[src/hw/spmm_settings.svh]
`ifndef SPMM_SETTINGS_SVH
`define SPMM_SETTINGS_SVH

// lane count, one lane per weight column
`define SPMM_NUM_COLS 4

// signed value and weight width
`define SPMM_DATA_W 8

// 16 weight rows
`define SPMM_COL_IDX_W 4

`define SPMM_ROW_LEN_W 4
`define SPMM_NODE_ID_W 8

// wide enough that a full row of products cannot overflow
`define SPMM_ACC_W 20

// memory address widths
`define SPMM_H_ADDR_W 8
`define SPMM_INFO_ADDR_W 6
`define SPMM_WH_ADDR_W 6

`define SPMM_FIFO_DEPTH 4

`endif

[src/hw/spmm_pkg.sv]
`include "spmm_settings.svh"

package spmm_pkg;

  // node_info memory word and fifo entry
  typedef struct packed {
    logic [`SPMM_ROW_LEN_W-1:0] row_len;
    logic [`SPMM_NODE_ID_W-1:0] node_id;
    logic                       src_flag;
  } node_info_t;

  // h_data memory word, one per nonzero
  typedef struct packed {
    logic [`SPMM_COL_IDX_W-1:0]    col_idx;
    logic signed [`SPMM_DATA_W-1:0] val;
  } nz_t;

  // result record, lane 0 sits in the top bits
  typedef struct packed {
    logic [0:`SPMM_NUM_COLS-1][`SPMM_ACC_W-1:0] acc;
    logic [`SPMM_NODE_ID_W-1:0]                 node_id;
    logic                                       src_flag;
  } wh_t;

  typedef enum logic [2:0] {
    RD_IDLE,
    RD_INFO_FETCH,
    RD_INFO_WAIT,
    RD_NZ_FETCH,
    RD_NZ_PRESENT,
    RD_DONE
  } reader_state_e;

endpackage

[src/hw/spmm_nz_if.sv]
`timescale 1ns/100ps
`include "spmm_settings.svh"

// nonzero stream, payload holds while nz_vld waits for nz_rdy
interface spmm_nz_if;

  logic                           nz_vld;
  logic                           nz_rdy;
  logic [`SPMM_COL_IDX_W-1:0]     col_idx;
  logic signed [`SPMM_DATA_W-1:0] val;
  // final nonzero of the current row
  logic                           last;

  modport producer (
    output nz_vld, col_idx, val, last,
    input  nz_rdy
  );

  modport consumer (
    input  nz_vld, col_idx, val, last,
    output nz_rdy
  );

endinterface

[src/hw/node_info_fifo.sv]
`timescale 1ns/100ps
`include "spmm_settings.svh"

module node_info_fifo import spmm_pkg::*; #(
  parameter int DEPTH = `SPMM_FIFO_DEPTH
) (
  input  logic       clk,
  input  logic       rst_n,
  input  logic       push_i,
  input  node_info_t din_i,
  input  logic       pop_i,
  output node_info_t dout_o,
  output logic       full_o,
  output logic       empty_o
);

  localparam int PTR_W = (DEPTH > 1) ? $clog2(DEPTH) : 1;
  localparam int CNT_W = $clog2(DEPTH + 1);

  node_info_t       mem [DEPTH];
  logic [PTR_W-1:0] wr_ptr_q;
  logic [PTR_W-1:0] rd_ptr_q;
  logic [CNT_W-1:0] count_q;
  logic             do_push;
  logic             do_pop;

  assign full_o  = (count_q == CNT_W'(DEPTH));
  assign empty_o = (count_q == '0);

  assign do_push = push_i && !full_o;
  assign do_pop  = pop_i && !empty_o;

  // head entry is visible without a read cycle
  assign dout_o = mem[rd_ptr_q];

  always_ff @(posedge clk) begin
    if (do_push) begin
      mem[wr_ptr_q] <= din_i;
    end
  end

  always_ff @(posedge clk or negedge rst_n) begin
    if (!rst_n) begin
      wr_ptr_q <= '0;
      rd_ptr_q <= '0;
      count_q  <= '0;
    end else begin
      if (do_push) begin
        wr_ptr_q <= (wr_ptr_q == PTR_W'(DEPTH - 1)) ? '0 : wr_ptr_q + 1'b1;
      end
      if (do_pop) begin
        rd_ptr_q <= (rd_ptr_q == PTR_W'(DEPTH - 1)) ? '0 : rd_ptr_q + 1'b1;
      end
      case ({do_push, do_pop})
        2'b10:   count_q <= count_q + 1'b1;
        2'b01:   count_q <= count_q - 1'b1;
        default: count_q <= count_q;
      endcase
    end
  end

  assert property (@(posedge clk) disable iff (!rst_n) !(push_i && full_o));
  assert property (@(posedge clk) disable iff (!rst_n) !(pop_i && empty_o));

endmodule

[src/hw/row_reader.sv]
`timescale 1ns/100ps
`include "spmm_settings.svh"

module row_reader import spmm_pkg::*; (
  input  logic                         clk,
  input  logic                         rst_n,
  input  logic                         start_i,
  input  logic [`SPMM_INFO_ADDR_W-1:0] num_rows_i,
  output logic [`SPMM_INFO_ADDR_W-1:0] info_addr_o,
  input  node_info_t                   info_dout_i,
  output logic [`SPMM_H_ADDR_W-1:0]    h_addr_o,
  input  nz_t                          h_dout_i,
  output logic                         fifo_push_o,
  output node_info_t                   fifo_din_o,
  input  logic                         fifo_full_i,
  spmm_nz_if.producer                  nz,
  output logic                         done_o
);

  reader_state_e                state_q;
  logic [`SPMM_INFO_ADDR_W-1:0] rows_left_q;
  logic [`SPMM_INFO_ADDR_W-1:0] info_addr_q;
  logic [`SPMM_H_ADDR_W-1:0]    h_addr_q;
  logic [`SPMM_ROW_LEN_W-1:0]   nz_left_q;
  logic                         vld_q;
  logic                         last_q;
  nz_t                          nz_q;

  // addresses stay put while waiting, so memory data stays valid too
  assign info_addr_o = info_addr_q;
  assign h_addr_o    = h_addr_q;

  assign fifo_push_o = (state_q == RD_INFO_WAIT) && !fifo_full_i;
  assign fifo_din_o  = info_dout_i;

  assign nz.nz_vld  = vld_q;
  assign nz.col_idx = nz_q.col_idx;
  assign nz.val     = nz_q.val;
  assign nz.last    = last_q;

  assign done_o = (state_q == RD_DONE);

  always_ff @(posedge clk or negedge rst_n) begin
    if (!rst_n) begin
      state_q     <= RD_IDLE;
      rows_left_q <= '0;
      info_addr_q <= '0;
      h_addr_q    <= '0;
      nz_left_q   <= '0;
      vld_q       <= 1'b0;
      last_q      <= 1'b0;
    end else begin
      case (state_q)
        RD_IDLE, RD_DONE: begin
          if (start_i) begin
            rows_left_q <= num_rows_i;
            info_addr_q <= '0;
            h_addr_q    <= '0;
            state_q     <= (num_rows_i == '0) ? RD_DONE : RD_INFO_FETCH;
          end
        end
        RD_INFO_FETCH: begin
          state_q <= RD_INFO_WAIT;
        end
        RD_INFO_WAIT: begin
          // header goes into the fifo on the first free cycle
          if (!fifo_full_i) begin
            nz_left_q   <= info_dout_i.row_len;
            info_addr_q <= info_addr_q + 1'b1;
            state_q     <= RD_NZ_FETCH;
          end
        end
        RD_NZ_FETCH: begin
          state_q <= RD_NZ_PRESENT;
        end
        RD_NZ_PRESENT: begin
          if (!vld_q) begin
            vld_q  <= 1'b1;
            last_q <= (nz_left_q == 'd1);
          end else if (nz.nz_rdy) begin
            vld_q     <= 1'b0;
            h_addr_q  <= h_addr_q + 1'b1;
            nz_left_q <= nz_left_q - 1'b1;
            if (last_q) begin
              rows_left_q <= rows_left_q - 1'b1;
              state_q     <= (rows_left_q == 'd1) ? RD_DONE : RD_INFO_FETCH;
            end else begin
              state_q <= RD_NZ_FETCH;
            end
          end
        end
        default: begin
          state_q <= RD_IDLE;
        end
      endcase
    end
  end

  // nonzero payload, captured the cycle after its address went out
  always_ff @(posedge clk) begin
    if (state_q == RD_NZ_PRESENT && !vld_q) begin
      nz_q <= h_dout_i;
    end
  end

  // empty rows would never produce a last and hang the consumer
  assert property (@(posedge clk) disable iff (!rst_n)
    fifo_push_o |-> (fifo_din_o.row_len != '0));

endmodule

[src/hw/sp_pe.sv]
`timescale 1ns/100ps
`include "spmm_settings.svh"

module sp_pe (
  input  logic                           clk,
  input  logic                           rst_n,
  input  logic                           mac_en_i,
  input  logic                           clear_i,
  input  logic [`SPMM_COL_IDX_W-1:0]     col_idx_i,
  input  logic signed [`SPMM_DATA_W-1:0] val_i,
  output logic [`SPMM_COL_IDX_W-1:0]     wgt_addr_o,
  input  logic signed [`SPMM_DATA_W-1:0] wgt_dout_i,
  output logic signed [`SPMM_ACC_W-1:0]  acc_o
);

  localparam int PROD_W = 2 * `SPMM_DATA_W;

  logic                          en_q;
  logic signed [`SPMM_DATA_W-1:0] val_q;
  logic signed [PROD_W-1:0]       prod;
  logic signed [`SPMM_ACC_W-1:0]  base;

  // weight row is the nonzero's column
  assign wgt_addr_o = col_idx_i;

  assign prod = val_q * wgt_dout_i;
  // a clear together with an addition starts the next row's sum
  assign base = clear_i ? '0 : acc_o;

  // value waits one cycle for the weight read
  always_ff @(posedge clk) begin
    if (mac_en_i) begin
      val_q <= val_i;
    end
  end

  always_ff @(posedge clk or negedge rst_n) begin
    if (!rst_n) begin
      en_q  <= 1'b0;
      acc_o <= '0;
    end else begin
      en_q <= mac_en_i;
      if (en_q) begin
        acc_o <= base + {{(`SPMM_ACC_W - PROD_W){prod[PROD_W-1]}}, prod};
      end else if (clear_i) begin
        acc_o <= '0;
      end
    end
  end

endmodule

[src/hw/spmm_top.sv]
`timescale 1ns/100ps
`include "spmm_settings.svh"

module spmm_top import spmm_pkg::*; (
  input  logic                                          clk,
  input  logic                                          rst_n,
  input  logic                                          start_i,
  input  logic [`SPMM_INFO_ADDR_W-1:0]                  num_rows_i,
  output logic                                          done_o,
  output logic [`SPMM_INFO_ADDR_W-1:0]                  info_addr_o,
  input  node_info_t                                    info_dout_i,
  output logic [`SPMM_H_ADDR_W-1:0]                     h_addr_o,
  input  nz_t                                           h_dout_i,
  output logic [`SPMM_NUM_COLS-1:0][`SPMM_COL_IDX_W-1:0] wgt_addr_o,
  input  logic [`SPMM_NUM_COLS-1:0][`SPMM_DATA_W-1:0]    wgt_dout_i,
  output wh_t                                           wh_din_o,
  output logic                                          wh_ena_o,
  output logic [`SPMM_WH_ADDR_W-1:0]                    wh_addr_o,
  output wh_t                                           wh_data_o
);

  spmm_nz_if  nz_if ();

  logic       fifo_push;
  logic       fifo_pop;
  logic       fifo_full;
  logic       fifo_empty;
  logic       rdr_done;
  node_info_t fifo_din;
  node_info_t fifo_dout;

  row_reader u_row_reader (
    .clk         (clk),
    .rst_n       (rst_n),
    .start_i     (start_i),
    .num_rows_i  (num_rows_i),
    .info_addr_o (info_addr_o),
    .info_dout_i (info_dout_i),
    .h_addr_o    (h_addr_o),
    .h_dout_i    (h_dout_i),
    .fifo_push_o (fifo_push),
    .fifo_din_o  (fifo_din),
    .fifo_full_i (fifo_full),
    .nz          (nz_if.producer),
    .done_o      (rdr_done)
  );

  node_info_fifo #(
    .DEPTH (`SPMM_FIFO_DEPTH)
  ) u_node_info_fifo (
    .clk     (clk),
    .rst_n   (rst_n),
    .push_i  (fifo_push),
    .din_i   (fifo_din),
    .pop_i   (fifo_pop),
    .dout_o  (fifo_dout),
    .full_o  (fifo_full),
    .empty_o (fifo_empty)
  );

  sppe_array u_sppe_array (
    .clk          (clk),
    .rst_n        (rst_n),
    .nz           (nz_if.consumer),
    .fifo_pop_o   (fifo_pop),
    .fifo_dout_i  (fifo_dout),
    .fifo_empty_i (fifo_empty),
    .wgt_addr_o   (wgt_addr_o),
    .wgt_dout_i   (wgt_dout_i),
    .wh_din_o     (wh_din_o),
    .wh_ena_o     (wh_ena_o),
    .wh_addr_o    (wh_addr_o),
    .wh_data_o    (wh_data_o)
  );

  // last header leaves the fifo with the final write
  assign done_o = rdr_done && fifo_empty;

endmodule

[src/hw/sppe_array.sv]
`timescale 1ns/100ps
`include "spmm_settings.svh"

module sppe_array import spmm_pkg::*; (
  input  logic                                          clk,
  input  logic                                          rst_n,
  spmm_nz_if.consumer                                   nz,
  output logic                                          fifo_pop_o,
  input  node_info_t                                    fifo_dout_i,
  input  logic                                          fifo_empty_i,
  output logic [`SPMM_NUM_COLS-1:0][`SPMM_COL_IDX_W-1:0] wgt_addr_o,
  input  logic [`SPMM_NUM_COLS-1:0][`SPMM_DATA_W-1:0]    wgt_dout_i,
  output wh_t                                           wh_din_o,
  output logic                                          wh_ena_o,
  output logic [`SPMM_WH_ADDR_W-1:0]                    wh_addr_o,
  output wh_t                                           wh_data_o
);

  logic                                       xfer;
  // last flag lined up with the addition, then with the write
  logic                                       last_q1;
  logic                                       last_q2;
  logic [`SPMM_NUM_COLS-1:0][`SPMM_ACC_W-1:0] lane_acc;
  logic [`SPMM_WH_ADDR_W-1:0]                 wh_addr_q;
  wh_t                                        wh_data_q;

  assign xfer = nz.nz_vld && nz.nz_rdy;

  // hold off the next row until the finished sums are written
  assign nz.nz_rdy = !(last_q1 || last_q2);

  for (genvar g = 0; g < `SPMM_NUM_COLS; g++) begin : g_lane
    sp_pe u_sp_pe (
      .clk        (clk),
      .rst_n      (rst_n),
      .mac_en_i   (xfer),
      .clear_i    (wh_ena_o),
      .col_idx_i  (nz.col_idx),
      .val_i      (nz.val),
      .wgt_addr_o (wgt_addr_o[g]),
      .wgt_dout_i (wgt_dout_i[g]),
      .acc_o      (lane_acc[g])
    );
  end

  always_comb begin
    for (int i = 0; i < `SPMM_NUM_COLS; i++) begin
      wh_din_o.acc[i] = lane_acc[i];
    end
    wh_din_o.node_id  = fifo_dout_i.node_id;
    wh_din_o.src_flag = fifo_dout_i.src_flag;
  end

  assign wh_ena_o   = last_q2;
  assign fifo_pop_o = last_q2;
  assign wh_addr_o  = wh_addr_q;

  // shows the record being written, else the previous one
  assign wh_data_o = wh_ena_o ? wh_din_o : wh_data_q;

  always_ff @(posedge clk or negedge rst_n) begin
    if (!rst_n) begin
      last_q1   <= 1'b0;
      last_q2   <= 1'b0;
      wh_addr_q <= '0;
      wh_data_q <= '0;
    end else begin
      last_q1 <= xfer && nz.last;
      last_q2 <= last_q1;
      if (wh_ena_o) begin
        wh_addr_q <= wh_addr_q + 1'b1;
        wh_data_q <= wh_din_o;
      end
    end
  end

  // header of the row being written must already be queued
  assert property (@(posedge clk) disable iff (!rst_n)
    wh_ena_o |-> !fifo_empty_i);

endmodule

[config.mk]
export PLATFORM = sky130hd
export DESIGN_NAME = spmm_top
export DESIGN_NICKNAME = d
export VERILOG_FILES = /design/src/hw/spmm_pkg.sv /design/src/hw/spmm_nz_if.sv /design/src/hw/node_info_fifo.sv /design/src/hw/row_reader.sv /design/src/hw/sp_pe.sv /design/src/hw/spmm_top.sv /design/src/hw/sppe_array.sv
export VERILOG_INCLUDE_DIRS = /design/src /design/src/hw
export SDC_FILE = /design/constraint.sdc
export NUM_CORES = 1
export LEC_CHECK = 0
export ABC_AREA = 0
export BUFFER_PORTS_ARGS = -buffer_cell sky130_fd_sc_hd__buf_4
export CORE_ASPECT_RATIO = 1.5
export CORE_MARGIN = 2
export CORE_UTILIZATION = 40
export DETAILED_ROUTE_END_ITERATION = 16
export GPL_TIMING_DRIVEN = 0
export HOLD_SLACK_MARGIN = 0.06
export MAX_ROUTING_LAYER = met4
export PLACE_DENSITY_LB_ADDON = 0.12
export SYNTH_ARGS = -nofsm -noshare
export SYNTH_HDL_FRONTEND = slang
export SYNTH_HIERARCHICAL = 1
export SYNTH_SLANG_ARGS = --single-unit
[constraint.sdc]
create_clock -name clk -period 6.9 [get_ports clk]
set_input_delay 0.345 -clock clk [delete_from_list [all_inputs] [get_ports clk]]
set_output_delay 0.345 -clock clk [all_outputs]
set_load 0.05 [all_outputs]
[Word-level counts from Yosys, hierarchy flattened]
Memory sizes are Yosys's and may differ from the RTL's.
Cells that the tools add are included.
W data, S select, Z words.
Storage, ports and cells
  logic and storage cells: 129
  memories kept: 1
  memory bits (writable): 52
  bits in registers: 234
  output and inout port bits: 216
  input bits: 66
Memories
  u_node_info_fifo.mem: depth 4, width 13, read ports 1, clocked after Yosys merged registers in 0, write ports 1, line node_info_fifo.sv:20  | node_info_t mem [DEPTH];
Cells by class
  multipliers: 4
  reductions and logical operators: 26
  equal/unequal tests: 17
  add/sub/neg operators: 13
  bitwise logic cells: 1
  muxes and demuxes: 40
Operator list (count)
  $mux W20: 8
  $mux W89: 1
  $add A20 B20 Y20: 4
  $mul A8 B8 Y16: 4
  $mux W6: 6
  $mux W8: 3
  $pmux W6 S2: 2
  $mux W3: 7
  $pmux W8 S2: 1
  $pmux W3 S5: 1
  $add A6 B1 Y6 const B: 2
  $mux W4: 3
  $reduce_and A4 Y1: 3
  $eq A3 B3 Y1 const B: 3
  $add A8 B1 Y8 const B: 1
  $pmux W4 S2: 1
  $reduce_bool A2 Y1: 4
  $logic_and A1 B1 Y1: 7
  $eq A2 B2 Y1 const B: 3
  $eq A3 B2 Y1 const B: 2
  $eq A6 B1 Y1 const B: 1
  $logic_not A3 Y1: 2
  $logic_not A6 Y1: 1
  $ne A2 B2 Y1 const B: 3
  19 further kinds: 28

[Depth between registers and ports, before layout]
  word-level depth: 6
  gate-level depth with buffers: 27
  mapped depth without buffers: 27

[Hierarchy]
Netlist, hierarchy kept.
Modules (own cells, without submodules)
  sp_pe (u_sppe_array.g_lane[1].u_sp_pe): sequential area each 765.7 um^2, area an instance 4773.3 um^2, times used 1, cells an instance 503
  sp_pe (u_sppe_array.g_lane[2].u_sp_pe): sequential area each 765.7 um^2, area an instance 4650.7 um^2, times used 1, cells an instance 493
  sp_pe (u_sppe_array.g_lane[3].u_sp_pe): sequential area each 765.7 um^2, area an instance 4481.8 um^2, times used 1, cells an instance 478
  sp_pe (u_sppe_array.g_lane[0].u_sp_pe): sequential area each 765.7 um^2, area an instance 4470.5 um^2, times used 1, cells an instance 478
  sppe_array: sequential area each 2427.3 um^2, area an instance 3901.2 um^2, times used 1, cells an instance 222
  node_info_fifo: sequential area each 1736.7 um^2, area an instance 2362.3 um^2, times used 1, cells an instance 109
  row_reader: sequential area each 1086.0 um^2, area an instance 2223.4 um^2, times used 1, cells an instance 218
  spmm_top: sequential area each 0.0 um^2, area an instance 6.3 um^2, times used 1, cells an instance 1

[Worst setup path before layout]
No wires, ideal clock.
  kind: reg2reg
  start point: register u_sppe_array.g_lane[0].u_sp_pe.val_q[3]
  end point: register u_sppe_array.g_lane[0].u_sp_pe.acc_o[18]
  required time: 6.810 ns
  cell stages (with the launch flop): 27
  setup time: 0.090 ns
  data arrival time: 6.067 ns
  slack: 0.742 ns
  cells stage by stage: edfxtp_1 -> and2_1 -> fa_1 -> inv_1 -> fa_1 -> inv_1 -> fa_1 -> inv_1 -> fa_1 -> inv_1 -> ha_1 -> a21oi_1 -> o21bai_1 -> a21oi_1 -> o21bai_1 -> a21oi_1 -> xnor2_1 -> ha_1 -> a21oi_1 -> nand2_1 -> a221oi_1 -> o21ai_1 -> a31oi_1 -> inv_1 -> maj3_2 -> a2111o_1 -> o221ai_1
Between the ends
  cells in the longest elaborated chain, start to end: 3
Ends and longest elaborated chain
  start, declared: line sp_pe.sv:19  | logic signed [`SPMM_DATA_W-1:0] val_q;
  start signal, assigned: line sp_pe.sv:33  | val_q <= val_i;
  $mul A8 B8 Y16: line sp_pe.sv:26  | assign prod = val_q * wgt_dout_i;
  $add A20 B20 Y20: line sp_pe.sv:44  | acc_o <= base + {{(`SPMM_ACC_W - PROD_W){prod[PROD_W-1]}}, prod};
  $mux W20: line sp_pe.sv:43  | if (en_q) begin
  end signal, assigned: line sp_pe.sv:44
  end, declared: line sp_pe.sv:13  | output logic signed [`SPMM_ACC_W-1:0] acc_o
No other way between the ends.
A chain may end at the register's enable or synchronous reset.

[Worst setup path after layout]
  start point: register u_sppe_array.g_lane[0].u_sp_pe.val_q[0]
  end point: register u_sppe_array.g_lane[0].u_sp_pe.acc_o[18]
Same word-level chain as after synthesis.

==> out/metrics.yaml <==
grt_usage_pct: 19.8
worst_pin_slew_ns: 1.10
vias: 18440
cp_max_fo: 6
cts_buffers: 36
worst_setup_path_start_kind: "flop"
rrSetupSlack_ns: 0.38
rsz0062_at_grt: "no"
min-delay-start: "info_dout_i[11]"
vias_per_cell: 4.93
clock_sinks: 297
gp_congestion: 0.840
worstPathRequired_ns: 7.39
h-tree-depth: 2
drc: 0
initial_core_util_pct: 40.2
synth_area_sq_um: 26300
status: "completed"
post_dp_cell_area_sq_um: 29500
dieWidth_microns: 213
tns_ns: 0
syn_nets: 2970
cp-end-kind: "flop"
die_area_sq_um: 67800
finish.utilization_pct: 47.6
ys_warn_count: 6
skew_ns: 0.0169
grt_first_pass_wirelength_microns: 104000
avgRoutedWirePerCell_microns: 16.9
rr_endpoint: "u_sppe_array/g_lane[0].u_sp_pe/acc_o[18]"
grt_max_degree: 110
root_buffer: "clkbuf_16"
setup_viol: 0
layout_commonest_cell: "inv_1"
finalMaxSlewViolations: 0
rr_worst_depth: 25
period_needed_ns: 6.52
antenna_found_initial: 5
hold_path_depth: 3
cts_buffer_depth: 3
hold_end: "u_row_reader/nz_left_q[2]"
clk_pin_slew_ns: 0.06
multi_input_area_sq_um: 16500
core_sq_um: 65300
drt-total-wl_microns: 63300
crit_path_top_delay_cell: "fa_1"
clock.fmax_mhz: 153
relSlewSlack_pct: 26.4
final_cell_mix: "inv_1 (392), buf_4 (318), fa_1 (225)"
area_growth_pct: 18.3
syn_inst: 2478
crit_arrival_ns: 7.00
place_hpwl_microns: 50000
final_cell_area_sq_um: 31100
r2r_start: "u_sppe_array/g_lane[0].u_sp_pe/val_q[0]"
port_buffers: 272
max_stage_delay_ns: 0.55
post-route-period-util_pct: 94.5
hold_viol_final: 0
rows: 115
drive_gt1_share_pct: 21.6
syn_area_per_cell_sq_um: 10.6
regArea_sq_um: 7830
grt_pass1_vias: 19939
nNetsFinal: 3322
drt_iter0_drc: 718
maxCapViolations: 0
pin_count: 282
critPathKind: "flop to flop"
ant_nets: 0
dr.pass1.iters: 5
cts_tree: "yes"
overflow: 0
clock_latency_ns: 0.57
die_h_microns: 318
fillers: 6216
min_path_type: "input pin to flop"
## per-stage QoR
step | hold WS [ns] | std cells | setup WS [ns]
after CTS | 0.0837 | 3720 | 0.0573
after global placement | 0.359 | 3627 | 0.168
after detailed placement | 0.154 | 3629 | 0.0890
after floorplan | 0.0494 | 2478 | 0.742
after global routing | 0.106 | 3738 | 0.0228
final | 0.126 | 3740 | 0.383
## cell type report
cell class / instances / share of cell area [%]
clock inverter: 21 / 0.729
antenna: 7 / 0.0564
clock buffer: 43 / 3.02
buffer: 77 / 1.70
sequential: 297 / 25.2
timing repair buffer: 314 / 7.97
inverter: 396 / 4.78
multi-input combinational: 1708 / 53.0
tap: 877 / 3.53
## worst max path at each step
stage | start | end | slack (ns) | cells after the start
final | u_sppe_array/g_lane[0].u_sp_pe/val_q[0] | u_sppe_array/g_lane[0].u_sp_pe/acc_o[18] | 0.38 | 25
after global routing | u_sppe_array/g_lane[2].u_sp_pe/val_q[4] | u_sppe_array/g_lane[2].u_sp_pe/acc_o[19] | 0.02 | 25
after CTS | u_sppe_array/g_lane[0].u_sp_pe/val_q[3] | u_sppe_array/g_lane[0].u_sp_pe/acc_o[18] | 0.06 | 26
after detailed placement | u_sppe_array/g_lane[0].u_sp_pe/val_q[3] | u_sppe_array/g_lane[0].u_sp_pe/acc_o[18] | 0.09 | 26
after global placement | u_sppe_array/g_lane[0].u_sp_pe/val_q[3] | u_sppe_array/g_lane[0].u_sp_pe/acc_o[18] | 0.17 | 26
after floorplan | u_sppe_array/g_lane[0].u_sp_pe/val_q[3] | u_sppe_array/g_lane[0].u_sp_pe/acc_o[18] | 0.74 | 26
## state kept, by name, indices dropped and copies added (netlist names)
| name | count |
|---|---|
| u_node_info_fifo/count_q | 3 |
| u_node_info_fifo/mem | 36 |
| u_node_info_fifo/rd_ptr_q | 2 |
| u_node_info_fifo/wr_ptr_q | 2 |
| u_row_reader/h_addr_o | 8 |
| u_row_reader/info_addr_o | 6 |
| u_row_reader/nz.col_idx | 4 |
| u_row_reader/nz.last | 1 |
| u_row_reader/nz.nz_vld | 1 |
| u_row_reader/nz.val | 8 |
| u_row_reader/nz_left_q | 4 |
| u_row_reader/rows_left_q | 6 |
| u_row_reader/state_q | 3 |
| u_sppe_array/fifo_pop_o | 1 |
| u_sppe_array/g_lane.u_sp_pe/acc_o | 80 |
| u_sppe_array/g_lane.u_sp_pe/en_q | 4 |
| u_sppe_array/g_lane.u_sp_pe/val_q | 32 |
| u_sppe_array/last_q1 | 1 |
| u_sppe_array/wh_addr_o | 6 |
| u_sppe_array/wh_data_q | 89 |
## worst max-delay path, delay by kind of cell, from the launching register on
| kind | cells | cell delay, ns |
|---|---|---|
| buf+inv | 4 | 0.22 |
| compound gates | 11 | 2.18 |
| simple gates | 2 | 0.30 |
| fa+ha+maj | 7 | 3.14 |
| xor+xnor | 1 | 0.10 |
| flops | 1 | 0.47 |
## what timing repair did
item | 4_1_cts | 5_1_grt
setup buffers | 0 | 12
endpoints found under the setup margin | 0 | 9
hold endpoints to repair | 270 | 0
resized for setup | 0 | 13
hold buffers | 27 | 0
## metal layers
| metal | vias to the layer above | share of wire (%) | track usage, % | routed length [microns] |
|---|---|---|---|---|
| met5 | - | 0 | - | 0 |
| met2 | 378 | 53 | 35.4 | 33300 |
| li1 | 8851 | - | - | - |
| met3 | 91 | 4.6 | 3.48 | 2920 |
| met1 | 9120 | 40 | 22.3 | 25400 |
| met4 | 0 | 2.8 | 5.85 | 1740 |
Power is left out: the tool's default activity adds up to more than one toggle a clock period on the data nets, which glitch-free logic cannot reach.
